File: src/hybche_pkg.sv
// Fixed geometry of 16-bit address, 64-bit lines and 16 sets; the APB map decodes only 0x0 and 0x4
package hybche_pkg;

  //////////////////////////////
  // Address geometry
  //////////////////////////////

  localparam int unsigned ADDR_W   = 16;
  // Byte offset inside a 64-bit line
  localparam int unsigned OFF_W    = 3;
  localparam int unsigned IDX_W    = 4;
  localparam int unsigned TAG_W    = ADDR_W - IDX_W - OFF_W;
  // Fully-associative tag keeps the index bits too
  localparam int unsigned FA_TAG_W = TAG_W + IDX_W;
  localparam int unsigned LINE_W   = 64;
  localparam int unsigned WORD_W   = 32;
  localparam int unsigned NUM_SETS = 1 << IDX_W;

  // One lookup address that reads two ways depending on the cache mode
  typedef union packed {
    // Set-associative view
    struct packed {
      logic [TAG_W-1:0] tag;
      logic [IDX_W-1:0] idx;
      logic [OFF_W-1:0] off;
    } sa;
    // Fully-associative view with tag and index merged
    struct packed {
      logic [FA_TAG_W-1:0] tag;
      logic [OFF_W-1:0]    off;
    } fa;
  } hybche_addr_u;

  //////////////////////////////
  // APB register map
  //////////////////////////////

  localparam int unsigned APB_ADDR_W = 8;
  localparam int unsigned APB_DATA_W = 32;

  localparam logic [APB_ADDR_W-1:0] REG_CTRL   = 8'h0;
  localparam logic [APB_ADDR_W-1:0] REG_STATUS = 8'h4;

  // CTRL fields with mode 1 meaning set-associative
  localparam int unsigned CTRL_MODE_BIT   = 0;
  localparam int unsigned CTRL_FLUSH_BIT  = 1;
  // STATUS fields
  localparam int unsigned STATUS_BUSY_BIT = 0;

endpackage
File: src/hybche_index_map.sv
// Combinational; FA_BASE_SET + FA_SET_COUNT must not exceed the number of sets
module hybche_index_map #(
  parameter logic [hybche_pkg::TAG_W-1:0] HASH_SEED    = 9'h0A5,
  parameter int unsigned                  FA_BASE_SET  = 8,
  parameter int unsigned                  FA_SET_COUNT = 8
) (
  input  hybche_pkg::hybche_addr_u        addr_i,
  input  logic                            sa_mode_i,
  output logic [hybche_pkg::IDX_W-1:0]    set_o,
  output logic [hybche_pkg::FA_TAG_W-1:0] tag_o
);
  import hybche_pkg::*;

  logic [TAG_W-1:0] hash;
  logic [IDX_W-1:0] fa_set;

  // Seeded hash of the tag field
  assign hash   = addr_i.sa.tag ^ HASH_SEED;
  // Fold into the reserved region of sets
  assign fa_set = IDX_W'(hash % FA_SET_COUNT) + IDX_W'(FA_BASE_SET);

  always_comb begin
    if (sa_mode_i) begin
      set_o = addr_i.sa.idx;
      // Upper tag bits stay zero in this mode
      tag_o = FA_TAG_W'(addr_i.sa.tag);
    end else begin
      set_o = fa_set;
      tag_o = addr_i.fa.tag;
    end
  end

endmodule

File: config.mk
export PLATFORM = sky130hd
export DESIGN_NAME = hybche_index_map
export DESIGN_NICKNAME = d
export VERILOG_FILES = /design/src/hybche_pkg.sv /design/src/hybche_index_map.sv
export SDC_FILE = /design/constraint.sdc
export NUM_CORES = 1
export LEC_CHECK = 0
export BUFFER_PORTS_ARGS = -buffer_cell sky130_fd_sc_hd__buf_2
export CORE_AREA = 2 2 39 41
export DETAILED_ROUTE_END_ITERATION = 8
export DIE_AREA = 0 0 41 43
export GPL_ROUTABILITY_DRIVEN = 0
export PLACE_DENSITY = 0.62
export SLEW_MARGIN = 20
export SYNTH_ARGS = -nofsm -noshare
export SYNTH_HDL_FRONTEND = slang
export SYNTH_SLANG_ARGS = --single-unit
File: constraint.sdc
create_clock -name vclk -period 1.8
set_clock_uncertainty 0.05 [all_clocks]
set_input_delay 0.36 -clock vclk [all_inputs]
set_output_delay 0.36 -clock vclk [all_outputs]
set_load 0.1 [all_outputs]
# After elaboration in Yosys (flattened, before gate mapping)
# Index checks and enable logic that the tools add are counted.
[classes]
add_sub_neg = 1
muxes = 2
n_bitwise = 1
[ops]
columns = ["operator", "count"]
rows = [
  ["two-way mux 13 bit", 1],
  ["adder 3 x 4 -> 4 bit (second input constant)", 1],
  ["two-way mux 4 bit", 1],
  ["inverter 2 bit", 1],
]
[totals]
ff_bits = 0
input_bits = 17
out_inout_bits = 17

# Logic depth before layout (Yosys ltp)
[logic_depth]
word_depth = 3
ltp_mapped = 3
mapped_depth_nobuf = 2

# Worst setup path before layout
# OpenSTA, ideal clock, no wires.
[synth_path]
kind = "input port to output port"
from = "input sa_mode_i"
to = "output set_o[0] in the netlist's numbering"
arrival_ps = 1879
slack_ps = -489
cell_stages = 2
cell_sequence = "buf_2 > o21ai_1"
[synth_via]
elab_chain_len = 1
[synth_lines]
columns = ["element", "line_no", "rtl"]
rows = [
  ["start: declaration", "hybche_index_map.sv:8", "input logic sa_mode_i,"],
  ["two-way mux 4 bit", "hybche_index_map.sv:23", "if (sa_mode_i) begin"],
  ["end: declaration", "hybche_index_map.sv:9", "output logic [hybche_pkg::IDX_W-1:0] set_o,"],
]
# No other way between the ends.

# Worst setup path in the final report
[layout_path]
from = "input sa_mode_i"
to = "output tag_o[6] in the netlist's numbering"
[layout_via]
elab_chain_len = 1
[layout_lines]
columns = ["element", "line_no", "rtl"]
rows = [
  ["two-way mux 13 bit", "hybche_index_map.sv:23", ""],
  ["end: declaration", "hybche_index_map.sv:10", "output logic [hybche_pkg::FA_TAG_W-1:0] tag_o"],
]
# No other way between the ends.

==> impl_metrics.yaml <==
worst_setup_path:
  start_kind: "input pin"
  path_cells: "buf_2, mux2_4, buf_12"
  endpoint_kind: "output pin"
  critPathBufInv: 2
  slowest_delay_ns: 0.37
  cp-startpoint: "sa_mode_i"
  path_class: "in -> out"
  worstPathMaxFanout: 20
  worstPathRequired_ns: 1.39
  critPathTopFamily: "buffers and inverters"
  arrival_ns: 1.26
  slowest_stage: "buf_2"
logic_synthesis:
  syn-cell-area_um2: 206
  synth-compound-area-share: 0.0485
  synth_top_area_share: 0.582
  yosysTopAreaCell: "mux2_4"
  yosys.area_share.simple: 0.291
  syn_nets: 41
  seq_area_frac_synth: 0
  synthTopCellsByCount: "mux2_4 (8), nand2_1 (6), nor2b_1 (4)"
  synthXorXnorAreaFrac: 0
  synth_top_family_by_area: "multiplexers"
  avgSynthCellArea_um2: 8.60
  synth-adder-area-share: 0
  synth_mux_area_frac: 0.582
  ys_top_cells_by_area: "mux2_4 (58%), nor2b_1 (12%), nand2_1 (11%)"
  yosysMostFrequentCell: "mux2_4"
  yosys_warnings: 0
  syn_inst: 24
  yosysUniqueCellTypes: 7
floorplan:
  core_mm2: 0.00138
  start_util: 0.149
  pin_count: 34
  rows: 14
  die_height_um: 43
  fp.dieW_um: 41
  design.die.area_mm2: 0.00176
final_layout:
  nFillCells: 139
  final_util: 0.454
  antenna_cells: 0
  fin_nets: 72
  regArea_um2: 0
  n_clock_buffer: 0
  n_sequential_cell: 0
  drive_above_1_share: 0.774
  syn2layout_area_growth_pct: 204
hold_path:
  hp-start: "addr_i[7]"
  hp-class: "in -> out"
clocking:
  cts_hold_buf: 0
  cts_resized: 0
  postCtsSetupRepairBufs: 0
sta:
  finalHoldViolations: 0
  rsz0062_at_grt: "no"
  finalSetupViolCount: 0
  holdWs_ns: 1.01
  fin_crit_ns: 1.67
  fmax_ghz: 0.599
  worst-slew-pin-transition_ns: 0.441
  timing.slew.headroom: 0.706
  final_max_slew_viol_count: 0
  fin_crit_sh: 0.927
detailed_routing:
  routed-via-count: 275
  ant_nets: 0
  wirelength_um: 621
  wl_per_cell_um: 9.00
  drc: 0
  dr.pass1.iters: 2
  drtIter0Drc: 1
  drt-vias-per-instance: 3.99
global_routing:
  grt_usage: 0.0709
  grt.overflow.total: 0
  grt_first_pass_wirelength_um: 938
  grt_pass1_vias: 237
  antenna_found_initial: 0
  busiest_layer: "met2"
  grt_util_met1: 0.0665
  use_met2: 0.156
  grt_max_degree: 21
  grt_use_met3: 0
flow_run:
  cap_violations: 0
outcome:
  status: "completed"
power:
  peakVddDrop_uv: 215
  power_leakage_nw: 0.314
  p_per_area_mw_per_mm2: 620
place:
  portBuffers: 31
[routing by layer]
| layer | wire length, um | share of wire | vias to the layer above |
|---|---|---|---|
| met5 | 0 | 0 | - |
| met4 | 0 | 0 | 0 |
| met3 | 58 | 0.093 | 0 |
| met2 | 395 | 0.64 | 16 |
| met1 | 167 | 0.27 | 121 |
| li1 | - | - | 138 |
[through the flow]
| stage | std cells | power, mW | setup WS [ns] | TNS, ns | area [um2] |
|---|---|---|---|---|---|
| after detailed placement | 69 | 0.393 | 0.118 | 0 | 628 |
| final | 69 | 0.390 | 0.131 | 0 | 628 |
| after global placement | 69 | 0.389 | 0.130 | 0 | 628 |
| after floorplan | 24 | 0.249 | -0.480 | -1.92 | 214 |
| after CTS | 69 | 0.393 | 0.119 | 0 | 628 |
| after global routing | 69 | 0.400 | 0.0768 | 0 | 628 |
[logic make-up after synthesis]
kind of cell	after synthesis
AOI/OAI and AO/OA	2
buffers and inverters	2
muxes	8
and+or+nand+nor	12
[placed cells by master, fill, tap and decap left out]
cell,instances
buf_2,14
o21ai_2,2
nand2_1,6
buf_12,17
nand2b_1,2
nor2b_1,4
mux2_4,8
[final cells by class]
| type | count | area, um2 | share of cell area |
|---|---|---|---|
| multi-input combinational | 22 | 198 | 0.315 |
| tap | 16 | 20.0 | 0.0319 |
| timing repair buffer | 31 | 410 | 0.653 |
[where the power goes]
group	internal, mW	total (mW)	switching (mW)
clock	0	0	0
combinational	0.140	0.390	0.249
sequential	0	0	0
[worst paths after layout]
check             endpoint  slack (ns)  cells past startpoint
setup / recovery  tag_o[6]        0.13                      3
hold / removal    set_o[0]        1.01                      3
No activity file was read; power rests on OpenSTA's default activity.
