**src/hybche_pkg.sv**
```systemverilog
// Fixed geometry of 16-bit address, 64-bit lines and 16 sets; the APB map decodes only 0x0 and 0x4
package hybche_pkg;

  //////////////////////////////
  // Address geometry
  //////////////////////////////

  localparam int unsigned ADDR_W   = 16;
  // Byte offset inside a 64-bit line
  localparam int unsigned OFF_W    = 3;
  localparam int unsigned IDX_W    = 4;
  localparam int unsigned TAG_W    = ADDR_W - IDX_W - OFF_W;
  // Fully-associative tag keeps the index bits too
  localparam int unsigned FA_TAG_W = TAG_W + IDX_W;
  localparam int unsigned LINE_W   = 64;
  localparam int unsigned WORD_W   = 32;
  localparam int unsigned NUM_SETS = 1 << IDX_W;

  // One lookup address that reads two ways depending on the cache mode
  typedef union packed {
    // Set-associative view
    struct packed {
      logic [TAG_W-1:0] tag;
      logic [IDX_W-1:0] idx;
      logic [OFF_W-1:0] off;
    } sa;
    // Fully-associative view with tag and index merged
    struct packed {
      logic [FA_TAG_W-1:0] tag;
      logic [OFF_W-1:0]    off;
    } fa;
  } hybche_addr_u;

  //////////////////////////////
  // APB register map
  //////////////////////////////

  localparam int unsigned APB_ADDR_W = 8;
  localparam int unsigned APB_DATA_W = 32;

  localparam logic [APB_ADDR_W-1:0] REG_CTRL   = 8'h0;
  localparam logic [APB_ADDR_W-1:0] REG_STATUS = 8'h4;

  // CTRL fields with mode 1 meaning set-associative
  localparam int unsigned CTRL_MODE_BIT   = 0;
  localparam int unsigned CTRL_FLUSH_BIT  = 1;
  // STATUS fields
  localparam int unsigned STATUS_BUSY_BIT = 0;

endpackage
```
**src/hybche_flush_ctrl.sv**
```systemverilog
// Clears one set per cycle over all sets; a start while busy is ignored
module hybche_flush_ctrl (
  input  logic                         clk_i,
  input  logic                         rst_ni,
  input  logic                         flush_start_i,
  output logic                         busy_o,
  output logic                         clr_en_o,
  output logic [hybche_pkg::IDX_W-1:0] clr_idx_o,
  output logic                         flush_ack_o
);
  import hybche_pkg::*;

  localparam logic [IDX_W-1:0] LAST_SET = IDX_W'(NUM_SETS - 1);

  logic             busy_q;
  logic [IDX_W-1:0] cnt_q;
  logic             ack_q;

  always_ff @(posedge clk_i or negedge rst_ni) begin
    if (!rst_ni) begin
      busy_q <= 1'b0;
      cnt_q  <= '0;
      ack_q  <= 1'b0;
    end else begin
      ack_q <= 1'b0;
      if (busy_q) begin
        cnt_q <= cnt_q + 1'b1;
        // Last set is cleared on this edge where busy drops and ack rises
        if (cnt_q == LAST_SET) begin
          busy_q <= 1'b0;
          ack_q  <= 1'b1;
        end
      end else if (flush_start_i) begin
        busy_q <= 1'b1;
        cnt_q  <= '0;
      end
    end
  end

  // Clear strobe follows busy
  assign busy_o      = busy_q;
  assign clr_en_o    = busy_q;
  assign clr_idx_o   = cnt_q;
  assign flush_ack_o = ack_q;

endmodule

```
**config.mk**
```make
export PLATFORM = sky130hd
export DESIGN_NAME = hybche_flush_ctrl
export DESIGN_NICKNAME = d
export VERILOG_FILES = /design/src/hybche_pkg.sv /design/src/hybche_flush_ctrl.sv
export SDC_FILE = /design/constraint.sdc
export NUM_CORES = 1
export LEC_CHECK = 0
export ABC_AREA = 1
export BUFFER_PORTS_ARGS = -buffer_cell sky130_fd_sc_hd__clkbuf_2
export CAP_MARGIN = 20
export CORE_AREA = 2 2 39 41
export DETAILED_ROUTE_END_ITERATION = 10
export DIE_AREA = 0 0 41 43
export PLACE_DENSITY_LB_ADDON = 0.15
export SETUP_SLACK_MARGIN = 0.05
export SLEW_MARGIN = 20
export SYNTH_ARGS = -nofsm -noshare
export SYNTH_HDL_FRONTEND = slang
export SYNTH_SLANG_ARGS = --single-unit
```
**constraint.sdc**
```tcl
create_clock -name clk_i -period 1 [get_ports clk_i]
set_input_delay 0.2 -clock clk_i [delete_from_list [all_inputs] [get_ports clk_i]]
set_output_delay 0.2 -clock clk_i [all_outputs]
set_load 0.005 [all_outputs]
```
Yosys cells after proc, flatten, opt, wreduce, memory -nomap -nowiden. Cells that the tools add are included.

Add/sub/neg operators: 1. $mul: 0. Divide/modulo/power cells: 0. Order comparisons: 0. Equality and inequality tests: 1. Shift-type cells: 0. Multiplexer cells: 7. Bitwise operators: 0. Reduce and logical (&&, ||, !) cells: 1.

Operators by type and width (number): $mux 4 (2); $mux 1 (5); $add 4x1->4 const B (1); $eq 4x4->1 const B (1); $reduce_bool 2->1 (1).

Bits in registers: 6. Latch bits: 0. Memory bits (writable): 0. ROM bits: 0. Bits of input ports: 3. Word-level logic and storage cells: 13. Memories: 0.

Depth between registers and ports, before layout.
Depth after elaboration: 3. Depth in mapped cells: 6. Gate-level depth less buffers: 6.

Worst setup path before layout. OpenSTA, ideal clock, no wires.

Path type: reg-to-reg. From: reg cnt_q[0] (netlist: clr_idx_o[0]). To: reg busy_q (netlist: busy_o). Library setup time: 0.123 ns. Data arrival time: 0.837 ns. Required time: 0.877 ns. Setup slack: 0.040 ns. Stages on the path, launching flop included: 5. Period minus slack after synthesis: 0.960 ns. Cells stage by stage: dfrtp_1 > ha_1 > nand2_2 > nor3b_2 > nor2_1.

Word-level cells in the longest chain between the ends: 3.

Ends and longest elaborated chain: from (decl) (RTL line hybche_flush_ctrl.sv:16) `logic [IDX_W-1:0] cnt_q;`; from (signal assigned) (RTL line hybche_flush_ctrl.sv:27) `cnt_q <= cnt_q + 1'b1;`; $eq 4x4->1 (RTL line hybche_flush_ctrl.sv:29) `if (cnt_q == LAST_SET) begin`; $mux 1 (RTL line hybche_flush_ctrl.sv:29); $mux 1 (RTL line hybche_flush_ctrl.sv:26) `if (busy_q) begin`; to (signal assigned) (RTL line hybche_flush_ctrl.sv:21) `busy_q <= 1'b0;`; to (signal assigned) (RTL line hybche_flush_ctrl.sv:30) `busy_q <= 1'b0;`; to (signal assigned) (RTL line hybche_flush_ctrl.sv:34) `busy_q <= 1'b1;`; to (decl) (RTL line hybche_flush_ctrl.sv:15) `logic busy_q;`.

No other way between the ends. A chain may end at the register's enable or synchronous reset.

Final worst setup path.
From: reg cnt_q[0] (netlist: clr_idx_o[0]). To: out clr_idx_o[0] (netlist name).

RTL lines: to (decl) (RTL line hybche_flush_ctrl.sv:8) `output logic [hybche_pkg::IDX_W-1:0] clr_idx_o,`.

No word-level cell between the ends.

==> impl_metrics.json <==
{
  "outcome": "finished, violations left",
  "violations": "negative setup slack",
  "die_height_um": 43,
  "finalCritPeriodShare_pct": 106,
  "pre_cts_ws_ps": 53.2,
  "fmax_mhz": 942,
  "clockBufferDepth": 2,
  "clock_latency_ps": 240,
  "pin_count": 10,
  "worst_ep_arrival_time_ps": 860,
  "multiInputGateArea_um2": 133,
  "nets": 60,
  "final_common_cell": "nand2_1",
  "synthesis.area_um2": 279,
  "grt_max_degree": 7,
  "irDropWorstVdd_mv": 1.58,
  "dp_cells": 59,
  "clock_skew_ps": 1.68,
  "syn_to_final_growth_pct": 74.4,
  "dpl-instance-area_um2": 352,
  "slew_headroom_pct": 85.8,
  "clock_power_share_pct": 12.6,
  "switchingPower_uw": 634,
  "p_int_mw": 1.09,
  "pwr_density_cell_mw_per_mm2": 3540,
  "route.vias.total": 274,
  "area.sequential_um2": 151,
  "nFillCells": 138,
  "drt-initial-drc-count": 8,
  "wl_per_cell_um": 9.63,
  "syn_area_per_cell_um2": 8.46,
  "cts_sinks": 6,
  "postRouteAntennaNets": 0,
  "gp_congestion": 0.705,
  "routed_wl_um": 674,
  "antenna_found_initial": 0,
  "rrSetupSlack_ps": -50,
  "ys_seq_elements": 6,
  "endpoint_kind": "primary output",
  "via_per_inst": 3.91,
  "setup_violations": 6,
  "cp_max_fo": 2,
  "root_buffer": "clkbuf_4",
  "die-area_mm2": 0.00176,
  "dieWidth_um": 41,
  "leakage_nw": 0.264,
  "dp_hpwl_um": 504,
  "yosysWarnings": 0,
  "synth_fp_nets": 37,
  "grt-ovfl-total": 0,
  "setup_slack_ps": -61.1,
  "n_antenna_cell": 0,
  "period_minus_slack_ps": 1060,
  "grt_pass1_wl_mm": 1.04,
  "netlist.area_leader.share_pct": 53.8,
  "final_util_pct": 35.2,
  "required_ps": 800,
  "hold_path.class": "in -> reg",
  "htreeDepth": 1,
  "switching_share_pct": 36.8,
  "holdWs_ps": 230,
  "fin_area_um2": 487,
  "layout_common_cells": "nand2_1, clkbuf_2, dfrtp_1, buf_6, buf_4",
  "drive_gt1_share_pct": 55.6,
  "rows": 14,
  "track_usage_pct": 9.30,
  "numCtsBuffers": 3,
  "critPathKind": "reg -> out",
  "worst_pin_slew_ps": 212,
  "io_buffer_count": 9,
  "synth_cells": 33,
  "finalHoldViolCount": 0,
  "cp-start-kind": "flip-flop",
  "yosysTopAreaCell": "dfrtp_1",
  "pwr-share-comb_pct": 60.5,
  "grt_pass1_vias": 280,
  "finalMaxSlewViolations": 0,
  "synth_area_leaders": "dfrtp_1, nand2_1, inv_1",
  "stdcell_count": 70,
  "first_pass_iters": 2,
  "p_seq_share_pct": 26.9,
  "cts_tree": "done",
  "synth_cell_types": 11,
  "ys_seq_area_share_pct": 53.8,
  "drc": 0,
  "maxCapViolations": 0,
  "start_util_pct": 20.2,
  "rsz0062_at_grt": "yes",
  "clkTransAtPathRegs_ps": 40,
  "core_area_mm2": 0.00138
}
==> cell usage after synthesis <==
| master | count |
|---|---|
| o21ai_0 | 1 |
| nand2_2 | 1 |
| nand3_1 | 1 |
| nand2_1 | 12 |
| dfrtp_1 | 6 |
| inv_1 | 5 |
| buf_4 | 1 |
| nor2_1 | 3 |
| a21oi_1 | 1 |
| ha_1 | 1 |
| nor3b_2 | 1 |
==> timing repair <==
action / in CTS / in global routing
resized for setup: 3 / 14
setup buffers: 7 / 0
hold buffers: 1 / 0
setup endpoints to repair: 7 / 11
hold endpoints to repair: 6 / 0
pin swaps: 0 / 5
==> worst max-delay path: stages, from the launching register on <==
cell,delay (ps)
dfrtp_1,400
buf_6,130
clkbuf_2,100
==> registers in the layout, summed over array words and instances (netlist names) <==
register / flops
busy_o: 1
clr_idx_o: 4
flush_ack_o: 1
==> area by class of cell <==
type                       count  area share [%]
sequential                     6            31.1
timing repair buffer          19            29.0
multi-input combinational     21            27.2
clock buffer                   3            4.63
tap                           16            4.11
inverter                       5            3.86
==> logic make-up after synthesis <==
family	share of synthesized area (%)
AND/OR/NAND/NOR	28.7
buffers and inverters	9.42
flip-flops	53.8
AO/OA/AOI/OAI	3.58
adder cells (fa/ha/maj)	4.48
==> power by group through the flow <==
stage / combinational, mW / sequential [mW] / clock [mW]
finish: 1.04 / 0.463 / 0.217
global route: 1.17 / 0.482 / 0.248
CTS: 0.845 / 0.455 / 0.232
detailed placement: 0.590 / 0.475 / 0
global placement: 0.583 / 0.474 / 0
floorplan: 0.323 / 0.485 / 0
==> per-layer routing <==
layer  routed length [µm]  track usage, %  vias up
met5                    0               0        -
met4                    0            6.00        0
met3                   40            6.28        0
met2                  361            12.2        7
met1                  272            10.5      125
li1                     -               -      142
==> path summary, 6_finish.rpt <==
check / start / endpoint / cells after the start
setup / recovery: clr_idx_o[0] / clr_idx_o[0] / 2
hold / removal: flush_start_i / busy_o / 3
setup reg to reg: clr_idx_o[0] / busy_o / 5
hold reg to reg: clr_idx_o[2] / flush_ack_o / 2
max in group asynchronous: rst_ni / busy_o / 2
min in group asynchronous: rst_ni / clr_idx_o[0] / 2
==> per-stage QoR <==
stage	TNS [ps]	power [mW]
final	-162	1.72
after global routing	-473	1.90
after CTS	-258	1.53
after detailed placement	0	1.07
after global placement	0	1.06
after floorplan	0	0.808
(Power assumes the default switching activity.)
