**src/hybche_pkg.sv**
```systemverilog
// Fixed geometry of 16-bit address, 64-bit lines and 16 sets; the APB map decodes only 0x0 and 0x4
package hybche_pkg;

  //////////////////////////////
  // Address geometry
  //////////////////////////////

  localparam int unsigned ADDR_W   = 16;
  // Byte offset inside a 64-bit line
  localparam int unsigned OFF_W    = 3;
  localparam int unsigned IDX_W    = 4;
  localparam int unsigned TAG_W    = ADDR_W - IDX_W - OFF_W;
  // Fully-associative tag keeps the index bits too
  localparam int unsigned FA_TAG_W = TAG_W + IDX_W;
  localparam int unsigned LINE_W   = 64;
  localparam int unsigned WORD_W   = 32;
  localparam int unsigned NUM_SETS = 1 << IDX_W;

  // One lookup address that reads two ways depending on the cache mode
  typedef union packed {
    // Set-associative view
    struct packed {
      logic [TAG_W-1:0] tag;
      logic [IDX_W-1:0] idx;
      logic [OFF_W-1:0] off;
    } sa;
    // Fully-associative view with tag and index merged
    struct packed {
      logic [FA_TAG_W-1:0] tag;
      logic [OFF_W-1:0]    off;
    } fa;
  } hybche_addr_u;

  //////////////////////////////
  // APB register map
  //////////////////////////////

  localparam int unsigned APB_ADDR_W = 8;
  localparam int unsigned APB_DATA_W = 32;

  localparam logic [APB_ADDR_W-1:0] REG_CTRL   = 8'h0;
  localparam logic [APB_ADDR_W-1:0] REG_STATUS = 8'h4;

  // CTRL fields with mode 1 meaning set-associative
  localparam int unsigned CTRL_MODE_BIT   = 0;
  localparam int unsigned CTRL_FLUSH_BIT  = 1;
  // STATUS fields
  localparam int unsigned STATUS_BUSY_BIT = 0;

endpackage
```
**src/hybche_lookup.sv**
```systemverilog
// One-cycle read stage with a request per cycle; NUM_WAYS must be a power of two above 1
module hybche_lookup #(
  parameter int unsigned NUM_WAYS = 4
) (
  input  logic                                         clk_i,
  input  logic                                         rst_ni,
  input  logic                                         rd_req_i,
  input  logic [hybche_pkg::FA_TAG_W-1:0]              rd_tag_i,
  input  logic                                         rd_half_i,
  input  logic                                         blocked_i,
  input  logic [NUM_WAYS-1:0][hybche_pkg::FA_TAG_W-1:0] tags_i,
  input  logic [NUM_WAYS-1:0]                          valid_i,
  input  logic [NUM_WAYS-1:0][hybche_pkg::LINE_W-1:0]  lines_i,
  input  logic                                         fill_i,
  input  logic [NUM_WAYS-1:0]                          valid_fill_i,
  output logic [NUM_WAYS-1:0]                          victim_oh_o,
  output logic                                         rd_vld_o,
  output logic [NUM_WAYS-1:0]                          rd_hit_oh_o,
  output logic [NUM_WAYS-1:0]                          rd_valid_bits_o,
  output logic [hybche_pkg::WORD_W-1:0]                rd_data_o
);
  import hybche_pkg::*;

  localparam int unsigned WAY_W = $clog2(NUM_WAYS);

  logic                accept;
  logic [NUM_WAYS-1:0] hit;
  logic [WORD_W-1:0]   hit_word;
  logic                inv_found;
  logic [WAY_W-1:0]    inv_way;
  logic [WAY_W-1:0]    victim_way;
  logic [WAY_W-1:0]    rr_q;
  logic                vld_q;
  logic [NUM_WAYS-1:0] hit_q;
  logic [NUM_WAYS-1:0] valid_q;
  logic [WORD_W-1:0]   data_q;

  //////////////////////////////
  // Tag compare
  //////////////////////////////

  // Requests during a flush are dropped
  assign accept = rd_req_i & ~blocked_i;

  always_comb begin
    hit      = '0;
    hit_word = '0;
    for (int w = 0; w < NUM_WAYS; w++) begin
      hit[w] = valid_i[w] && (tags_i[w] == rd_tag_i);
      if (hit[w]) begin
        hit_word = rd_half_i ? lines_i[w][LINE_W-1:WORD_W] : lines_i[w][WORD_W-1:0];
      end
    end
  end

  // Result register
  always_ff @(posedge clk_i or negedge rst_ni) begin
    if (!rst_ni) begin
      vld_q   <= 1'b0;
      hit_q   <= '0;
      valid_q <= '0;
    end else begin
      vld_q <= accept;
      if (accept) begin
        hit_q   <= hit;
        valid_q <= valid_i;
      end
    end
  end

  always_ff @(posedge clk_i) begin
    if (accept) begin
      data_q <= hit_word;
    end
  end

  assign rd_vld_o        = vld_q;
  assign rd_hit_oh_o     = hit_q;
  assign rd_valid_bits_o = valid_q;
  assign rd_data_o       = data_q;

  //////////////////////////////
  // Victim choice
  //////////////////////////////

  // Scanned downwards so the lowest invalid way wins
  always_comb begin
    inv_found = 1'b0;
    inv_way   = '0;
    for (int w = NUM_WAYS - 1; w >= 0; w--) begin
      if (!valid_fill_i[w]) begin
        inv_found = 1'b1;
        inv_way   = WAY_W'(w);
      end
    end
  end

  assign victim_way  = inv_found ? inv_way : rr_q;
  assign victim_oh_o = NUM_WAYS'(1) << victim_way;

  // Pointer moves past the way just filled; wraps with the power-of-two width
  always_ff @(posedge clk_i or negedge rst_ni) begin
    if (!rst_ni) begin
      rr_q <= '0;
    end else if (fill_i && !blocked_i) begin
      rr_q <= victim_way + 1'b1;
    end
  end

endmodule

```
**config.mk**
```make
export PLATFORM = sky130hd
export DESIGN_NAME = hybche_lookup
export DESIGN_NICKNAME = d
export VERILOG_FILES = /design/src/hybche_pkg.sv /design/src/hybche_lookup.sv
export SDC_FILE = /design/constraint.sdc
export NUM_CORES = 1
export LEC_CHECK = 0
export ABC_CLOCK_PERIOD_IN_PS = 2100
export BUFFER_PORTS_ARGS = -buffer_cell sky130_fd_sc_hd__buf_2
export CORE_AREA = 2 2 148 150
export DETAILED_ROUTE_END_ITERATION = 12
export DIE_AREA = 0 0 150 152
export SLEW_MARGIN = 15
export SYNTH_ARGS = -nofsm -noshare
export SYNTH_HDL_FRONTEND = slang
export SYNTH_SLANG_ARGS = --single-unit
export TNS_END_PERCENT = 30
```
**constraint.sdc**
```tcl
create_clock -name clk_i -period 2.1 [get_ports clk_i]
set_input_delay 0.105 -clock clk_i [delete_from_list [all_inputs] [get_ports clk_i]]
set_output_delay 0.105 -clock clk_i [all_outputs]
set_load 0.01 [all_outputs]
```
; Word-level counts from Yosys, hierarchy flattened
; Index checks and enable logic that the tools add are counted.
; Widths: inputs -> output; s select.
[op_classes]
addsub = 1
mul = 0
div_mod_pow = 0
n_lt_le_gt_ge = 0
eq_ne = 4
shift = 1
n_mux = 17
bitwise_logic = 2
n_reduce_logical = 6
[ops]
columns = cell, n
row1 = $mux 32, 8
row2 = $eq 13x13->1, 4
row3 = $mux 2, 5
row4 = $logic_and 1x1->1, 5
row5 = $mux 1, 4
row6 = $shl 1x2->4 const A, 1
row7 = $add 2x1->2 const B, 1
row8 = $and 1x1->1, 1
row9 = $logic_not 1->1, 1
row10 = $not 1->1, 1
[word_totals]
reg_bits = 43
latchBits = 0
ram_bits = 0
rom_bits = 0
in_bits = 335
out_inout_bits = 45
wordCells = 36
n_memories = 0

; Logic depth before layout (Yosys ltp)
[depth]
word_depth = 6
mapped_depth = 9
ltp_nobuf = 7

; Worst setup path after synthesis
; No wires, ideal clock.
[synth_path]
path_kind = input-to-reg
from = in rd_tag_i[6] (netlist bit)
to = reg data_q[11] (netlist: rd_data_o[11]) (data pin)
setup_time_ps = 263
arrival_ps = 1531
required_ps = 1837
slack_ps = 306
cell_stages = 9
n_path_buf = 3
cell_sequence = buf_2 > xnor2_1 > nand4_1 > nor4_1 > buf_2 > buf_6 > a21oi_1 > a221oi_2 > a21oi_2
[synth_between]
elab_chain_len = 6
word_cells_on_any_way = 12
cone_classes = eq/ne (4) / mux (4) / reduce/logical (4)
[synth_rtl]
columns = item, line
row1 = start: declaration, hybche_lookup.sv:8  ; input logic [hybche_pkg::FA_TAG_W-1:0] rd_tag_i,
row2 = $eq 13x13->1, hybche_lookup.sv:49  ; hit[w] = valid_i[w] && (tags_i[w] == rd_tag_i);
row3 = $logic_and 1x1->1, hybche_lookup.sv:49
row4 = $mux 32 (3 in series), hybche_lookup.sv:50  ; if (hit[w]) begin
row5 = $mux 32 *, hybche_lookup.sv:50
row6 = via hit_word[11], hybche_lookup.sv:28  ; logic [WORD_W-1:0] hit_word;
row7 = end signal: assignment, hybche_lookup.sv:73  ; data_q <= hit_word;
row8 = end: declaration, hybche_lookup.sv:36  ; logic [WORD_W-1:0] data_q;
; The timed path passes the listed nets; every way through them passes the cells marked *.
; A chain may end at the register's enable or synchronous reset.

; Worst setup path in the final report
[layout_path]
from = in rd_tag_i[1] (netlist bit)
to = reg data_q[12] (netlist: rd_data_o[12]) (data pin)
; The elaborated chain is that of the path after synthesis.

==> flow_metrics.tcl <==
set metrics [dict create \
    intPower_uw 1900 \
    slowest_delay_ps 360 \
    crit_path_start_kind "input pin" \
    met3_usage_pct 2.88 \
    crit_path_end_kind "flip-flop" \
    finalPower_uw 2730 \
    place.detailed.hpwl_mm 16.4 \
    die_area_sq_um 22800 \
    pwr-share-clk_pct 29.4 \
    start_util_pct 22.9 \
    coreArea_sq_um 21400 \
    cp_cell_sequence "buf_2 -> xnor2_1 -> nand4_1 -> buf_4 -> nor4_4 -> buf_4 -> a21oi_1 -> a221oi_2 -> a21oi_2" \
    yosysUniqueCellTypes 35 \
    die_h_um 152 \
    crit_family "buffers and inverters" \
    post-route-min-period_ps 1980 \
    powerDensity_nw_per_um2 366 \
    vias 5141 \
    antenna_found_initial 0 \
    reg2reg_from "rr_q[0]$_DFFE_PN0P_" \
    dp.cells 1103 \
    ant_nets 0 \
    io_buffers 379 \
    layoutNonFillerInstCount 1112 \
    cts_root_buf "clkbuf_16" \
    power_switching_uw 822 \
    multiInputGateArea_sq_um 3400 \
    p_leak_uw 0.00343 \
    slew_headroom_pct 70.4 \
    row_count 54 \
    grt_pass1_wl_mm 28.7 \
    die_w_um 150 \
    worstSkewPairLatency_ps 290 \
    vias_per_cell 4.62 \
    seqPwrFrac_pct 36.0 \
    yosysSeqAreaShare_pct 25.2 \
    grt_max_degree 34 \
    timing.critical_path.mode_cell "buf_4" \
    post-route-period-util_pct 94.3 \
    fin_setup_tns_ps 0 \
    timing.critical_path.buf_inv 3 \
    drc 0 \
    cts_buffers 5 \
    ir_worst_vdd_mv 0.262 \
    top_usage_layer "met2" \
    p_comb_share_pct 34.7 \
    cts_tree "done" \
    num-fill-cells 2198 \
    n_antenna_cell 0 \
    cts_max_level 2 \
    drtPass1Iterations 4 \
    avgSynthCellArea_sq_um 10.8 \
    regArea_sq_um 1240 \
    crit_path_max_fanout 17 \
    hold_class "in2reg" \
    syn_nets 792 \
    cts.repair.resized 0 \
    grtUsageTotal_pct 16.5 \
    slowest_stage "xnor2_1" \
    holdPathEnd "rd_valid_bits_o[1]$_DFFE_PN0P_" \
    clk_path_buf_depth 2 \
    cts.sinks 43 \
    overflow 0 \
    wl_per_cell_um 17.5 \
    setup_ws_ps 120 \
    pre_cts_slack_ps -174 \
    first_global_vias 5268 \
    p_sw_share_pct 30.2 \
    hold_path.startpoint "valid_i[1]" \
    min_path_cells 2 \
    area_delta_synth_final_pct 52.2 \
    final_max_slew_viol_count 0 \
    path_clk_slew_ps 60 \
    critPathRequiredTime_ps 2140 \
    crit_cells 9 \
    grt.met2_usage_pct 30.8 \
    r2r_end "rr_q[1]$_DFFE_PN0P_" \
    gp_congestion 0.830 \
    hold_viol_final 0 \
    synthCells 453 \
    drtIter0Drc 173 \
    drv_cap 0 \
    arrival_ps 2020 \
    layout-drive-gt1-share_pct 67.4 \
    synth-seq-cells 43 \
    rsz0062_at_grt "false" \
    fin_util_pct 34.9 \
    crit_type "in2reg" \
    fmax_ghz 0.505 \
    syn_area_sq_um 4900 \
    tightest_slew_ps 445 \
    pin_count 380 \
    r2r.worst_path.cells 6 \
    outcome "finished clean" \
    nNetsFinal 1170 \
    met1_usage_pct 18.4 \
    rrSetupSlack_ps 640 \
    setup_viol 0 \
    yosys_warnings 0 \
    skew_ps 0.0940 \
    routed_wl_mm 19.5 \
]
-- worst reg2reg max path: stages (launching register included) --
cell and delay (ps):
dfrtp_1 370, o21ai_0 150, nand2_1 70, nand2_1 110, inv_1 90, ha_1 290
mux2_2 260
-- state kept, by name, indices dropped and copies added, names as in the netlist --
signal	cells
rd_data_o	32
rd_hit_oh_o	4
rr_q	2
rd_valid_bits_o	4
rd_vld_o	1
-- layout make-up --
class / instances / area share (%)
clock buffer: 5 / 1.68
clock inverter: 3 / 0.235
inverter: 7 / 0.352
multi-input combinational: 354 / 45.6
sequential: 43 / 16.6
tap: 280 / 4.70
timing repair buffer: 420 / 30.9
-- what timing repair did --
| item | CTS | global route |
|---|---|---|
| setup buffers | 0 | 0 |
| hold buffers | 1 | 0 |
| endpoints found under the hold margin | 11 | 0 |
-- cells by family after synthesis --
group           synth area share, %
flops                          25.2
buf+inv                        5.80
mux                            28.4
xor+xnor                       8.92
compound gates                 27.2
simple gates                   3.50
fa+ha+maj                      1.02
-- how the worst max path moves through the flow --
| stage | start | to |
|---|---|---|
| floorplan | rd_tag_i[6] | rd_data_o[11]$_DFFE_PP_ |
| global placement | rd_tag_i[0] | rd_data_o[24]$_DFFE_PP_ |
| detailed placement | rd_tag_i[0] | rd_data_o[3]$_DFFE_PP_ |
| CTS | rd_tag_i[0] | rd_data_o[17]$_DFFE_PP_ |
| global route | rd_tag_i[0] | rd_data_o[12]$_DFFE_PP_ |
| finish | rd_tag_i[1] | rd_data_o[12]$_DFFE_PP_ |
-- placed cells by master (no fill, tap or decap), types with 2 or more instances in the layout --
master / synthesis / layout
a21oi_2: 29 / 29
a221oi_1: 3 / 3
o31ai_1: 4 / 4
xor2_1: 8 / 8
xnor2_1: 40 / 40
o31ai_2: 29 / 29
a221oi_2: 29 / 29
nand2_1: 10 / 10
inv_4: 0 / 2
inv_1: 5 / 4
mux2_2: 38 / 38
clkbuf_16: 0 / 5
edfxtp_1: 32 / 32
o21ai_0: 2 / 2
inv_2: 2 / 3
dfrtp_1: 11 / 11
nand4_1: 10 / 10
buf_4: 0 / 33
buf_12: 0 / 7
nor4_1: 3 / 2
ha_1: 4 / 4
mux2i_1: 96 / 96
buf_2: 29 / 378
a21oi_1: 36 / 36
-- power groups by stage --
stage | combinational, uW | clock (uW) | sequential, uW
finish | 945 | 801 | 980
global route | 1030 | 867 | 986
CTS | 962 | 843 | 981
detailed placement | 958 | 0 | 999
global placement | 954 | 0 | 997
floorplan | 403 | 0 | 1020
-- metrics by stage --
| stage | hold slack [ps] | area [sq um] |
|---|---|---|
| global placement | -15.4 | 7300 |
| finish | 63.5 | 7460 |
| CTS | 57.0 | 7460 |
| global route | 61.1 | 7460 |
| detailed placement | -12.9 | 7300 |
| floorplan | -191 | 4900 |
-- Yosys cell counts --
| cell type | count | area share [%] |
|---|---|---|
| buf_2 | 29 | 3.0 |
| nor2_1 | 1 | 0.077 |
| o21ai_0 | 2 | 0.20 |
| ha_1 | 4 | 1.0 |
| or3_1 | 1 | 0.13 |
| a21oi_1 | 36 | 3.7 |
| o31ai_1 | 4 | 0.61 |
| nand3_1 | 1 | 0.10 |
| inv_1 | 5 | 0.38 |
| nor4_2 | 1 | 0.26 |
| nor4_1 | 3 | 0.38 |
| or4_1 | 1 | 0.15 |
| buf_6 | 5 | 1.1 |
| xnor2_2 | 1 | 0.33 |
| xor2_1 | 8 | 1.4 |
| o31ai_2 | 29 | 7.4 |
| a21oi_2 | 29 | 5.2 |
| a222oi_1 | 1 | 0.20 |
| o21ai_1 | 1 | 0.10 |
| o211a_1 | 1 | 0.20 |
| edfxtp_1 | 32 | 20 |
| mux2i_1 | 96 | 20 |
| mux2_2 | 38 | 8.7 |
| xnor2_1 | 40 | 7.2 |
| inv_2 | 2 | 0.15 |
| a221oi_2 | 29 | 8.9 |
| clkbuf_1 | 15 | 1.1 |
| nand4_1 | 10 | 1.3 |
| nand2_1 | 10 | 0.77 |
| nor3_1 | 1 | 0.10 |
| nand2b_1 | 1 | 0.13 |
| dfrtp_1 | 11 | 5.6 |
| o22ai_1 | 1 | 0.13 |
| nor2b_1 | 1 | 0.13 |
| a221oi_1 | 3 | 0.54 |
-- layer usage --
metal,up-vias,wire length (um),part of all wire [%]
met5,-,0,0
met4,0,617,3.2
met3,23,1550,8.0
met2,261,9940,51
met1,2346,7360,38
li1,2511,-,-
Power figures use the tool's default switching activity.
