[config.mk]
export PLATFORM = sky130hd
export DESIGN_NAME = hybche_cfg_apb
export DESIGN_NICKNAME = d
export VERILOG_FILES = /design/src/hybche_pkg.sv /design/src/hybche_cfg_apb.sv
export SDC_FILE = /design/constraint.sdc
export NUM_CORES = 1
export LEC_CHECK = 0
export ABC_AREA = 1
export BUFFER_PORTS_ARGS = -buffer_cell sky130_fd_sc_hd__buf_2
export CAP_MARGIN = 20
export CORE_MARGIN = 8
export CORE_UTILIZATION = 27
export CTS_BUF_LIST = sky130_fd_sc_hd__clkbuf_4 sky130_fd_sc_hd__clkbuf_8
export DETAILED_ROUTE_END_ITERATION = 8
export GPL_ROUTABILITY_DRIVEN = 0
export HOLD_SLACK_MARGIN = 0.06
export PLACE_DENSITY = 0.88
export RECOVER_POWER = 25
export REMOVE_ABC_BUFFERS = 1
export SYNTH_ARGS = -nofsm -noshare
export SYNTH_HDL_FRONTEND = slang
export SYNTH_SLANG_ARGS = --single-unit
[constraint.sdc]
create_clock -name clk_i -period 1.1 [get_ports clk_i]
set_clock_uncertainty 0.1 [all_clocks]
set_input_delay 0.11 -clock clk_i [delete_from_list [all_inputs] [get_ports clk_i]]
set_output_delay 0.11 -clock clk_i [all_outputs]
set_load 0.05 [all_outputs]
[src/hybche_pkg.sv]
// Fixed geometry of 16-bit address, 64-bit lines and 16 sets; the APB map decodes only 0x0 and 0x4
package hybche_pkg;

  //////////////////////////////
  // Address geometry
  //////////////////////////////

  localparam int unsigned ADDR_W   = 16;
  // Byte offset inside a 64-bit line
  localparam int unsigned OFF_W    = 3;
  localparam int unsigned IDX_W    = 4;
  localparam int unsigned TAG_W    = ADDR_W - IDX_W - OFF_W;
  // Fully-associative tag keeps the index bits too
  localparam int unsigned FA_TAG_W = TAG_W + IDX_W;
  localparam int unsigned LINE_W   = 64;
  localparam int unsigned WORD_W   = 32;
  localparam int unsigned NUM_SETS = 1 << IDX_W;

  // One lookup address that reads two ways depending on the cache mode
  typedef union packed {
    // Set-associative view
    struct packed {
      logic [TAG_W-1:0] tag;
      logic [IDX_W-1:0] idx;
      logic [OFF_W-1:0] off;
    } sa;
    // Fully-associative view with tag and index merged
    struct packed {
      logic [FA_TAG_W-1:0] tag;
      logic [OFF_W-1:0]    off;
    } fa;
  } hybche_addr_u;

  //////////////////////////////
  // APB register map
  //////////////////////////////

  localparam int unsigned APB_ADDR_W = 8;
  localparam int unsigned APB_DATA_W = 32;

  localparam logic [APB_ADDR_W-1:0] REG_CTRL   = 8'h0;
  localparam logic [APB_ADDR_W-1:0] REG_STATUS = 8'h4;

  // CTRL fields with mode 1 meaning set-associative
  localparam int unsigned CTRL_MODE_BIT   = 0;
  localparam int unsigned CTRL_FLUSH_BIT  = 1;
  // STATUS fields
  localparam int unsigned STATUS_BUSY_BIT = 0;

endpackage
[src/hybche_cfg_apb.sv]
// Zero-wait-state APB slave; unknown offsets raise PSLVERR and a flush request while busy is ignored
module hybche_cfg_apb (
  input  logic                              clk_i,
  input  logic                              rst_ni,
  input  logic                              psel_i,
  input  logic                              penable_i,
  input  logic                              pwrite_i,
  input  logic [hybche_pkg::APB_ADDR_W-1:0] paddr_i,
  input  logic [hybche_pkg::APB_DATA_W-1:0] pwdata_i,
  output logic [hybche_pkg::APB_DATA_W-1:0] prdata_o,
  output logic                              pready_o,
  output logic                              pslverr_o,
  input  logic                              busy_i,
  output logic                              sa_mode_o,
  output logic                              flush_start_o
);
  import hybche_pkg::*;

  logic access;
  logic sel_ctrl;
  logic sel_status;
  logic ctrl_wr;
  logic mode_q;

  // Access phase of a transfer
  assign access     = psel_i & penable_i;
  assign sel_ctrl   = (paddr_i == REG_CTRL);
  assign sel_status = (paddr_i == REG_STATUS);
  assign ctrl_wr    = access & pwrite_i & sel_ctrl;

  // No wait states
  assign pready_o  = 1'b1;
  // Error only for offsets outside the map
  assign pslverr_o = access & ~(sel_ctrl | sel_status);

  // Mode bit resets to set-associative
  always_ff @(posedge clk_i or negedge rst_ni) begin
    if (!rst_ni) begin
      mode_q <= 1'b1;
    end else if (ctrl_wr) begin
      mode_q <= pwdata_i[CTRL_MODE_BIT];
    end
  end

  assign sa_mode_o = mode_q;

  // Single-cycle start since the access phase lasts exactly one cycle
  assign flush_start_o = ctrl_wr & pwdata_i[CTRL_FLUSH_BIT] & ~busy_i;

  // Read mux
  always_comb begin
    prdata_o = '0;
    if (sel_ctrl) begin
      // Flush bit is self-clearing and reads back 0
      prdata_o[CTRL_MODE_BIT] = mode_q;
    end else if (sel_status) begin
      prdata_o[STATUS_BUSY_BIT] = busy_i;
    end
  end

endmodule

# Word-level counts from Yosys, hierarchy flattened
# Cells that the tools add are included.
# classes
n_mux	2
eq_ne	1
n_reduce_logical	1
n_bitwise	9
# ops
cell	n
$eq A8 B3 Y1 const B	1
$logic_not A8 Y1	1
$and A1 B1 Y1	6
$mux W1	2
$not A1 Y1	2
$or A1 B1 Y1	1
# word_totals
register_bits	1
input_bits	46
out_inout_bits	36
wordCells	14

# Depth between registers and ports, before layout
# Gate-level depths: netlist of the first run.
# depth
depth_word	5
mapped_depth	6
mapped_depth_nobuf	6

# Least setup slack after synthesis of the first run
# OpenSTA, ideal clock, no wires.
# synth_timing
path_kind	input -> output
from	input paddr_i[1] in the netlist's numbering
to	output prdata_o[0] in the netlist's numbering
slack_ps	-549
cell_stages	3
t_required_ps	890
arrival_ps	1439
n_path_buf	0
path_cell_list	nor2_2 > nand4_1 > o21ai_0
# synth_via
elab_chain_cells	3
word_cells_on_any_way	4
cone_classes	eq/ne: 1; mux: 2; reduce/logical: 1
# synth_rtl
element	line	source
start, declared	hybche_cfg_apb.sv:8	input logic [hybche_pkg::APB_ADDR_W-1:0] paddr_i,
$eq A8 B3 Y1	hybche_cfg_apb.sv:28	assign sel_status = (paddr_i == REG_STATUS);
$mux W1	hybche_cfg_apb.sv:56	end else if (sel_status) begin
$mux W1 (*)	hybche_cfg_apb.sv:53	if (sel_ctrl) begin
end, declared	hybche_cfg_apb.sv:10	output logic [hybche_pkg::APB_DATA_W-1:0] prdata_o,
# Mark *: on every way between the ends. The rest lies on a longest branch, timed or not.

# Final worst setup path of the first run
# layout_timing
from	register mode_q, in the netlist sa_mode_o
to	output sa_mode_o
# layout_lines
element	line	source
start, declared	hybche_cfg_apb.sv:23	logic mode_q;
start signal, assigned	hybche_cfg_apb.sv:41	mode_q <= pwdata_i[CTRL_MODE_BIT];
end, declared	hybche_cfg_apb.sv:14	output logic sa_mode_o,
# No word-level cell between the ends.

==> impl_metrics.py, run 1 <==
metrics = {
    "global_routing": {
        "grt.busiest_layer": "met2",
        "grt_pass1_wl_mm": 1.255,
        "grt_start_max_net_pins": 4,
        "antenna_found_initial": 0,
        "grt_pass1_vias": 333,
        "gr-usage-met1": 0.04740,
        "grtUsageTotal": 0.05152,
        "use_met2": 0.09924,
        "grt_use_met3": 0.03261,
        "gr-total-overflow": 0,
    },
    "routing": {
        "wl_per_cell_um": 9.590,
        "via_count": 329,
        "postRouteWirelength_um": 959,
        "drt-pass1-iter-count": 2,
        "viasPerCell": 3.290,
        "drc": 0,
        "drt_iter0_drc": 1,
        "drtAntennaViolNets": 0,
    },
    "yosys": {
        "synthTopCellsByArea": "buf_4 60%, dfstp_2 6.6%, nand2_1 6.6%, nand2_2 4.7%, nor2_1 4.7%",
        "yosys_warnings": 0,
        "synth_top_area_cell": "buf_4",
        "ys_types": 13,
        "netlist_area_um2": 400.4,
        "ys_ff_latch": 1,
        "avgSynthCellArea_um2": 6.564,
        "synth_top_area_frac": 0.6000,
        "synth_cells": 61,
        "synth_seq_area_share": 0.06563,
    },
    "clock_tree": {
        "clkTransAtPathRegs_ns": 0,
        "insertion_delay_ns": 0,
    },
    "critical_path": {
        "arrival_ns": 0.86,
        "reg2reg_slack_ns": 0.22,
        "critical_path.max_fanout": 2,
        "critPathLaunchType": "flip-flop",
        "r2r-start": "sa_mode_o",
        "setup.worst_path.end": "sa_mode_o",
        "critPathCaptureType": "output pin",
        "cp.required_ns": 0.89,
        "r2r-end": "sa_mode_o",
        "crit_type": "flip-flop to output pin",
        "startpoint": "sa_mode_o",
        "reg2reg_depth": 3,
    },
    "timing": {
        "fmax_ghz": 0.9325,
        "finalSetupViolCount": 0,
        "whs_ns": 0.2399,
        "slew_viol_final": 0,
        "min_period_over_period": 0.9749,
        "layout_setup_ws_ns": 0.02760,
        "hold_viol": 0,
        "timing.final.crit_period_ns": 1.072,
        "rsz0062_at_grt": "true",
    },
    "final_layout": {
        "multi_input_area_um2": 269.0,
        "layout-drive-gt1-share": 0.4167,
        "n_fill_cell": 172,
        "nets": 132,
        "seq_area_um2": 26.28,
        "diodes": 0,
        "design_area_um2": 509.2,
        "largest_register_ffs": 1,
        "area_growth_pct": 27.19,
    },
    "worst_hold_path": {
        "worstHoldPathType": "input port to flip-flop",
    },
    "die": {
        "die_area_um2": 2971,
        "start_util": 0.2754,
        "ioPinCount": 82,
        "coreArea_um2": 1454,
        "num_rows": 14,
        "die_h_um": 54.51,
        "die_w_um": 54.51,
    },
    "power_and_ir_drop": {
        "seq_power_share": 0.104,
        "p_leak_uw": 0.0003036,
        "power_frac_clock": 0,
        "p_int_uw": 89.04,
        "power_density_nw_per_um2": 734.8,
        "ir_drop_v": 0.0002921,
        "power_frac_comb": 0.896,
        "switching_share": 0.7620,
        "switching_power_uw": 285.2,
    },
    "flow_run": {
        "maxCapViolations": 0,
    },
    "status": {
        "run_status": "finished clean",
    },
    "placement": {
        "pre_cts_ws_ns": -0.09894,
        "port_buffers": 19,
        "hpwl_um": 897.7,
        "dpl_cell_area_um2": 395.4,
    },
}
## worst max-delay path: stages, from the launching register on
cell	delay (ns)
dfstp_2	0.51
buf_4	0.10
buf_2	0.25
## worst min path at each step
| stage | startpoint | end | slack (ns) | cells after the start |
|---|---|---|---|---|
| 6_report | pwdata_i[0] | sa_mode_o | 0.24 | 3 |
| 3_3_place_gp | rst_ni | sa_mode_o | -0.06 | 1 |
| 4_1_cts | pwdata_i[0] | sa_mode_o | 0.24 | 3 |
| 3_5_place_dp | rst_ni | sa_mode_o | -0.05 | 1 |
| 5_1_grt | pwdata_i[0] | sa_mode_o | 0.27 | 3 |
| 2_1_floorplan | rst_ni | sa_mode_o | -0.14 | 0 |
## metal layers
metal,vias up,share of wire
met4,0,0
met3,0,0.22
met5,-,0
li1,166,-
met2,29,0.49
met1,134,0.29
## power by group through the flow
stage	Sequential [µW]	Combinational, µW	Clock [µW]
CTS	38.8	314	0
global route	38.8	351	0
global placement	38.7	297	0
floorplan	40.9	262	0
finish	38.8	335	0
detailed placement	38.8	299	0
## cells in the mapped netlist
master	n
conb_1	2
nand2_1	7
nand4_1	1
o21ai_0	1
nand2_2	3
nor2_1	5
nor2_4	1
inv_1	3
a21oi_1	1
nand3_1	1
buf_4	32
nor2_2	3
dfstp_2	1
## what timing repair did
action,in CTS,in global routing
resized for setup,11,8
endpoints found under the setup margin,3,3
hold endpoints to repair,1,0
hold buffers,1,0
buffers inserted,2,2
pin swaps,3,2
## per-stage QoR
step	setup TNS (ns)	std cells	power, µW	utilization
final	0	100	374.2	0.3503
after global routing	-0.01810	100	389.5	0.3503
after CTS	0	98	352.7	0.3158
after detailed placement	-0.2074	95	337.8	0.2719
after global placement	-0.2033	95	335.9	0.2719
after floorplan	-0.8592	59	303.1	-
## cells by family after synthesis
logic type,share of synthesized area
buffers and inverters,0.6281
flip-flops,0.06564
AND/OR/NAND/NOR,0.2625
AO/OA/AOI/OAI,0.02498
other,0.01876
## final cells by class
cell class	instances	share of cell area
Inverter	3	0.02211
Multi-Input combinational cell	55	0.5283
Sequential cell	1	0.05160
Tap cell	16	0.03931
Timing Repair Buffer	25	0.3587
## cell usage in the layout, fill, tap and decap left out, drive strengths merged
| cell type | netlist | routed |
|---|---|---|
| dfstp | 1 | 1 |
| nand4 | 1 | 1 |
| nand3 | 1 | 1 |
| nand2 | 10 | 10 |
| a21oi | 1 | 1 |
| conb | 2 | 32 |
| nor2 | 9 | 9 |
| dlygate4sd3 | 0 | 1 |
| o21ai | 1 | 1 |
| inv | 3 | 3 |
| buf | 32 | 24 |
Power figures use the tool's default switching activity.
==> run 2, diff against run 1 <==
--- a/config.mk
+++ b/config.mk
@@ -16,3 +16,3 @@
 export HOLD_SLACK_MARGIN = 0.06
-export PLACE_DENSITY = 0.88
+export PLACE_DENSITY = 0.91
 export RECOVER_POWER = 25
==> constraint.sdc (replaced) <==
create_clock -name clk_i -period 1.1 [get_ports clk_i]
set_clock_uncertainty 0.1 [all_clocks]
set_input_delay 0.165 -clock clk_i [delete_from_list [all_inputs] [get_ports clk_i]]
set_output_delay 0.165 -clock clk_i [all_outputs]
set_load 0.05 [all_outputs]
==> run 2 against run 1 <==
Utilization down 1.2 points. Flip-flop and latch count did not move. Critical path depth is 5 higher. Sequential power hardly changed. The flow now finishes with violations (setup timing). Global-route usage up 0.49 points. Total power shrank 1.7%. Via count decreased by 0.91%. Register-to-register slack about the same.
==> impl_metrics.py, run 2 (synthesis results as in run 1) <==
metrics = {
    "status": {
        "run_status": "complete, but fails checks",
        "violations": "setup timing",
    },
    "placement": {
        "port_buffers": 19,
        "hpwl_um": 918.7,
        "pre_cts_ws_ns": -0.2198,
        "dpl_cell_area_um2": 395.4,
    },
    "global_routing": {
        "antenna_found_initial": 0,
        "grtUsageTotal": 0.05637,
        "grt_pass1_wl_mm": 1.311,
        "grt_start_max_net_pins": 4,
        "gr-total-overflow": 0,
        "grt_pass1_vias": 324,
    },
    "clock_tree": {
        "insertion_delay_ns": 0,
        "clkTransAtPathRegs_ns": 0,
    },
    "critical_path": {
        "critPathTopFamily": "simple AND/OR/NAND/NOR gates",
        "critPathMaxStageDelay_ns": 0.18,
        "arrival_ns": 0.91,
        "crit_slowest_cell": "buf_6",
        "cp_cell_sequence": "buf_6 > nor2_4 > nand2_2 > nor2_4 > nand2_1 > o21ai_1 > buf_6",
        "critPathCaptureType": "output pin",
        "crit_buf_inv": 2,
        "crit_type": "input port to output pin",
        "cp.required_ns": 0.83,
        "critPathLaunchType": "input port",
        "critical_path.max_fanout": 3,
    },
    "die": {
        "ioPinCount": 82,
        "coreArea_um2": 1454,
        "start_util": 0.2754,
        "die_area_um2": 2971,
        "die_h_um": 54.51,
        "num_rows": 14,
        "die_w_um": 54.51,
    },
    "final_layout": {
        "nets": 130,
        "mostFrequentLayoutCell": "conb_1",
        "mostFrequentLayoutCells": "32 x conb_1, 10 x buf_2, 7 x nand2_1, 7 x buf_6, 5 x buf_4",
        "area_growth_pct": 22.81,
        "diodes": 0,
        "n_fill_cell": 173,
        "design_area_um2": 491.7,
        "layout-drive-gt1-share": 0.4024,
        "largest_register_ffs": 1,
    },
    "timing": {
        "rsz0062_at_grt": "true",
        "layout_setup_ws_ns": -0.07862,
        "fmax_ghz": 0.8485,
        "slew_viol_final": 0,
        "min_period_over_period": 1.071,
        "hold_viol": 0,
        "timing.final.crit_period_ns": 1.179,
        "finalSetupViolCount": 3,
    },
    "power_and_ir_drop": {
        "total_power_uw": 368.0,
        "power_density_nw_per_um2": 748.3,
        "p_leak_uw": 0.0002844,
        "ir_drop_v": 0.0002095,
    },
    "routing": {
        "postRouteWirelength_mm": 1.015,
        "wl_per_cell_um": 10.36,
        "drc": 0,
        "viasPerCell": 3.327,
        "drtAntennaViolNets": 0,
        "via_count": 326,
        "drt_iter0_drc": 0,
        "drt-pass1-iter-count": 1,
    },
    "flow_run": {
        "maxCapViolations": 0,
    },
    "worst_hold_path": {
        "worstHoldPathType": "input port to flip-flop",
    },
}
-- run 2: cell count changes in the layout (fill, tap and decap cells not counted), sizes merged --
cell  change
buf       -2
-- run 2: path summary, 6_finish.rpt --
check                            startpoint           to  slack [ns]  cells after the start
worst max-delay path             paddr_i[1]  prdata_o[0]       -0.08                      7
worst min-delay path            pwdata_i[0]    sa_mode_o        0.30                      3
worst max register to register    sa_mode_o    sa_mode_o        0.22                      3
worst min register to register    sa_mode_o    sa_mode_o        0.49                      3
max in group asynchronous            rst_ni    sa_mode_o        0.35                      2
min in group asynchronous            rst_ni    sa_mode_o        0.53                      2
-- run 2: what timing repair did --
item | in CTS | in global routing
buffers inserted | 1 | 1
hold buffers | 1 | 0
hold endpoints to repair | 1 | 0
pin swaps | 4 | 9
gates resized for setup | 13 | 5
setup endpoints to repair | 4 | 3
-- run 2: area by class of cell --
type	instances	area (µm²)	share of cell area
inverter	3	11.26	0.02290
sequential	1	26.28	0.05344
timing repair buffer	23	176.4	0.3588
multi-input combinational	55	257.7	0.5242
tap	16	20.02	0.04071
-- run 2: power by group --
part           internal [µW]  leakage [µW]  switching (µW)
registers               38.4     0.0000103           0.282
clock network              0             0               0
logic                   47.0      0.000274             282
-- run 2: tightest hold or removal path, delay by kind of cell --
| kind | cells | cell delay, ns |
|---|---|---|
| buffers and inverters | 1 | 0.09 |
| and+or+nand+nor | 2 | 0.12 |
-- run 2: routing by layer --
| layer | part of all wire | GRT usage | vias to the layer above |
|---|---|---|---|
| met5 | 0 | 0 | - |
| met4 | 0 | 0 | 0 |
| met3 | 0.20 | 0.03261 | 0 |
| met2 | 0.53 | 0.1069 | 27 |
| met1 | 0.28 | 0.05496 | 138 |
| li1 | - | - | 161 |
-- run 2: stage by stage --
step                cells  setup TNS, ns  utilization  hold slack (ns)
floorplan              59         -1.189            -         -0.08284
global placement       95        -0.5279       0.2719        -0.001614
detailed placement     95        -0.5748       0.2719       -0.0001832
CTS                    97        -0.2491       0.3141           0.3085
global route           98        -0.4438       0.3382           0.3159
finish                 98        -0.1962       0.3382           0.2973
==> run 3, diff against run 2 <==
PLACE_DENSITY = 0.88   (was 0.91)
==> run 3 against run 2 <==
The run still ends with setup timing left. Combinational power up 2%. Utilization up 1.6 points. Flip-flop and latch count unchanged. First-iteration DRC count up 3. Wire length down 3.0%. Via count up 3.7%. Sequential power about the same. Worst setup slack better by 0.0023 ns.
==> impl_metrics.py, run 3 (synthesis results as in run 1) <==
metrics = {
    "status": {
        "run_status": "complete, but fails checks",
        "violations": "setup timing",
    },
    "critical_path": {
        "cp.required_ns": 0.83,
        "critPathCaptureType": "output pin",
        "critPathMaxStageDelay_ns": 0.16,
        "cp_cell_sequence": "buf_6 > nor2_4 > nand2_2 > nor2_4 > nand2_2 > nor2_2 > buf_6",
        "setup.worst_path.end": "flush_start_o",
        "r2r-start": "sa_mode_o",
        "startpoint": "paddr_i[4]",
        "critical_path.max_fanout": 3,
        "critPathLaunchType": "input port",
        "arrival_ns": 0.91,
        "critPathTopFamily": "simple AND/OR/NAND/NOR gates",
        "crit_type": "input port to output pin",
        "crit_cells": 7,
        "crit_buf_inv": 2,
        "reg2reg_slack_ns": 0.22,
        "r2r-end": "sa_mode_o",
        "crit_slowest_cell": "buf_6",
        "reg2reg_depth": 3,
    },
    "global_routing": {
        "grt_start_max_net_pins": 4,
        "grtUsageTotal": 0.05152,
        "antenna_found_initial": 0,
        "grt_pass1_wl_mm": 1.255,
        "gr-total-overflow": 0,
        "grt_pass1_vias": 333,
    },
    "placement": {
        "port_buffers": 19,
        "pre_cts_ws_ns": -0.2089,
        "hpwl_um": 897.7,
        "dpl_cell_area_um2": 395.4,
    },
    "die": {
        "coreArea_um2": 1454,
        "die_h_um": 54.51,
        "ioPinCount": 82,
        "die_area_um2": 2971,
        "start_util": 0.2754,
        "die_w_um": 54.51,
        "num_rows": 14,
    },
    "final_layout": {
        "final_util": 0.3546,
        "design_area_um2": 515.5,
        "largest_register_ffs": 1,
        "area_growth_pct": 28.75,
        "nets": 133,
        "mostFrequentLayoutCells": "32 x conb_1, 10 x buf_2, 8 x buf_4",
        "n_fill_cell": 175,
        "layout-drive-gt1-share": 0.4235,
        "diodes": 0,
        "mostFrequentLayoutCell": "conb_1",
    },
    "power_and_ir_drop": {
        "total_power_uw": 376.0,
        "p_leak_uw": 0.0003003,
        "power_density_nw_per_um2": 729.4,
        "ir_drop_v": 0.0002903,
    },
    "timing": {
        "min_period_over_period": 1.069,
        "hold_viol": 0,
        "finalSetupViolCount": 3,
        "fmax_ghz": 0.8501,
        "rsz0062_at_grt": "true",
        "slew_viol_final": 0,
        "layout_setup_ws_ns": -0.07631,
        "setup_tns_ns": -0.2198,
        "timing.final.crit_period_ns": 1.176,
    },
    "routing": {
        "via_count": 338,
        "postRouteWirelength_um": 985,
        "drt-pass1-iter-count": 2,
        "drt_iter0_drc": 3,
        "drtAntennaViolNets": 0,
        "viasPerCell": 3.347,
        "drc": 0,
        "wl_per_cell_um": 9.752,
    },
    "clock_tree": {
        "insertion_delay_ns": 0,
        "clkTransAtPathRegs_ns": 0,
    },
    "flow_run": {
        "maxCapViolations": 0,
    },
    "worst_hold_path": {
        "worstHoldPathType": "input port to flip-flop",
    },
}
[run 3: worst min-delay path: cells and delay by family]
family	cells	cell delay, ns
AND/OR/NAND/NOR	2	0.12
buffers and inverters	1	0.10
[run 3: metal layers]
| metal | share of wire | global-route usage | vias to the layer above |
|---|---|---|---|
| met3 | 0.21 | 0.03261 | 0 |
| met2 | 0.50 | 0.09924 | 29 |
| met1 | 0.29 | 0.04740 | 141 |
| met5 | 0 | 0 | - |
| met4 | 0 | 0 | 0 |
| li1 | - | - | 168 |
[run 3: worst min-delay path by stage]
stage / start / to / slack [ns] / cells past startpoint
after detailed placement: rst_ni / sa_mode_o / 0.008 / 1
after floorplan: rst_ni / sa_mode_o / -0.08 / 0
after CTS: pwdata_i[0] / sa_mode_o / 0.30 / 3
after global placement: rst_ni / sa_mode_o / -0.002 / 1
final: pwdata_i[0] / sa_mode_o / 0.29 / 3
after global routing: pwdata_i[0] / sa_mode_o / 0.32 / 3
[run 3: final cells by class]
type                       instances  area, µm²  share of cell area
inverter                           3      11.26             0.02184
multi-input combinational         55      259.0              0.5024
sequential                         1      26.28             0.05097
tap                               16      20.02             0.03883
timing repair buffer              26      198.9              0.3859
[run 3: timing repair]
item                                   in CTS  in global routing
endpoints found under the hold margin       1                  0
setup buffers                               2                  3
hold buffers                                1                  0
gates resized for setup                    13                  5
setup endpoints to repair                   4                  3
pin swaps                                   3                  8
[run 3: through the flow]
| stage | std cells | hold slack, ns |
|---|---|---|
| after CTS | 98 | 0.2964 |
| final | 101 | 0.2949 |
| after detailed placement | 95 | 0.008211 |
| after global routing | 101 | 0.3214 |
| after floorplan | 59 | -0.08284 |
| after global placement | 95 | -0.001961 |
[run 3: power by group]
part / total, µW / internal, µW / switching [µW] / leakage [µW]
sequential: 38.8 / 38.4 / 0.326 / 0.0000103
clock: 0 / 0 / 0 / 0
combinational: 337 / 54.1 / 283 / 0.000290
total: 376 / 92.5 / 283 / 0.000300
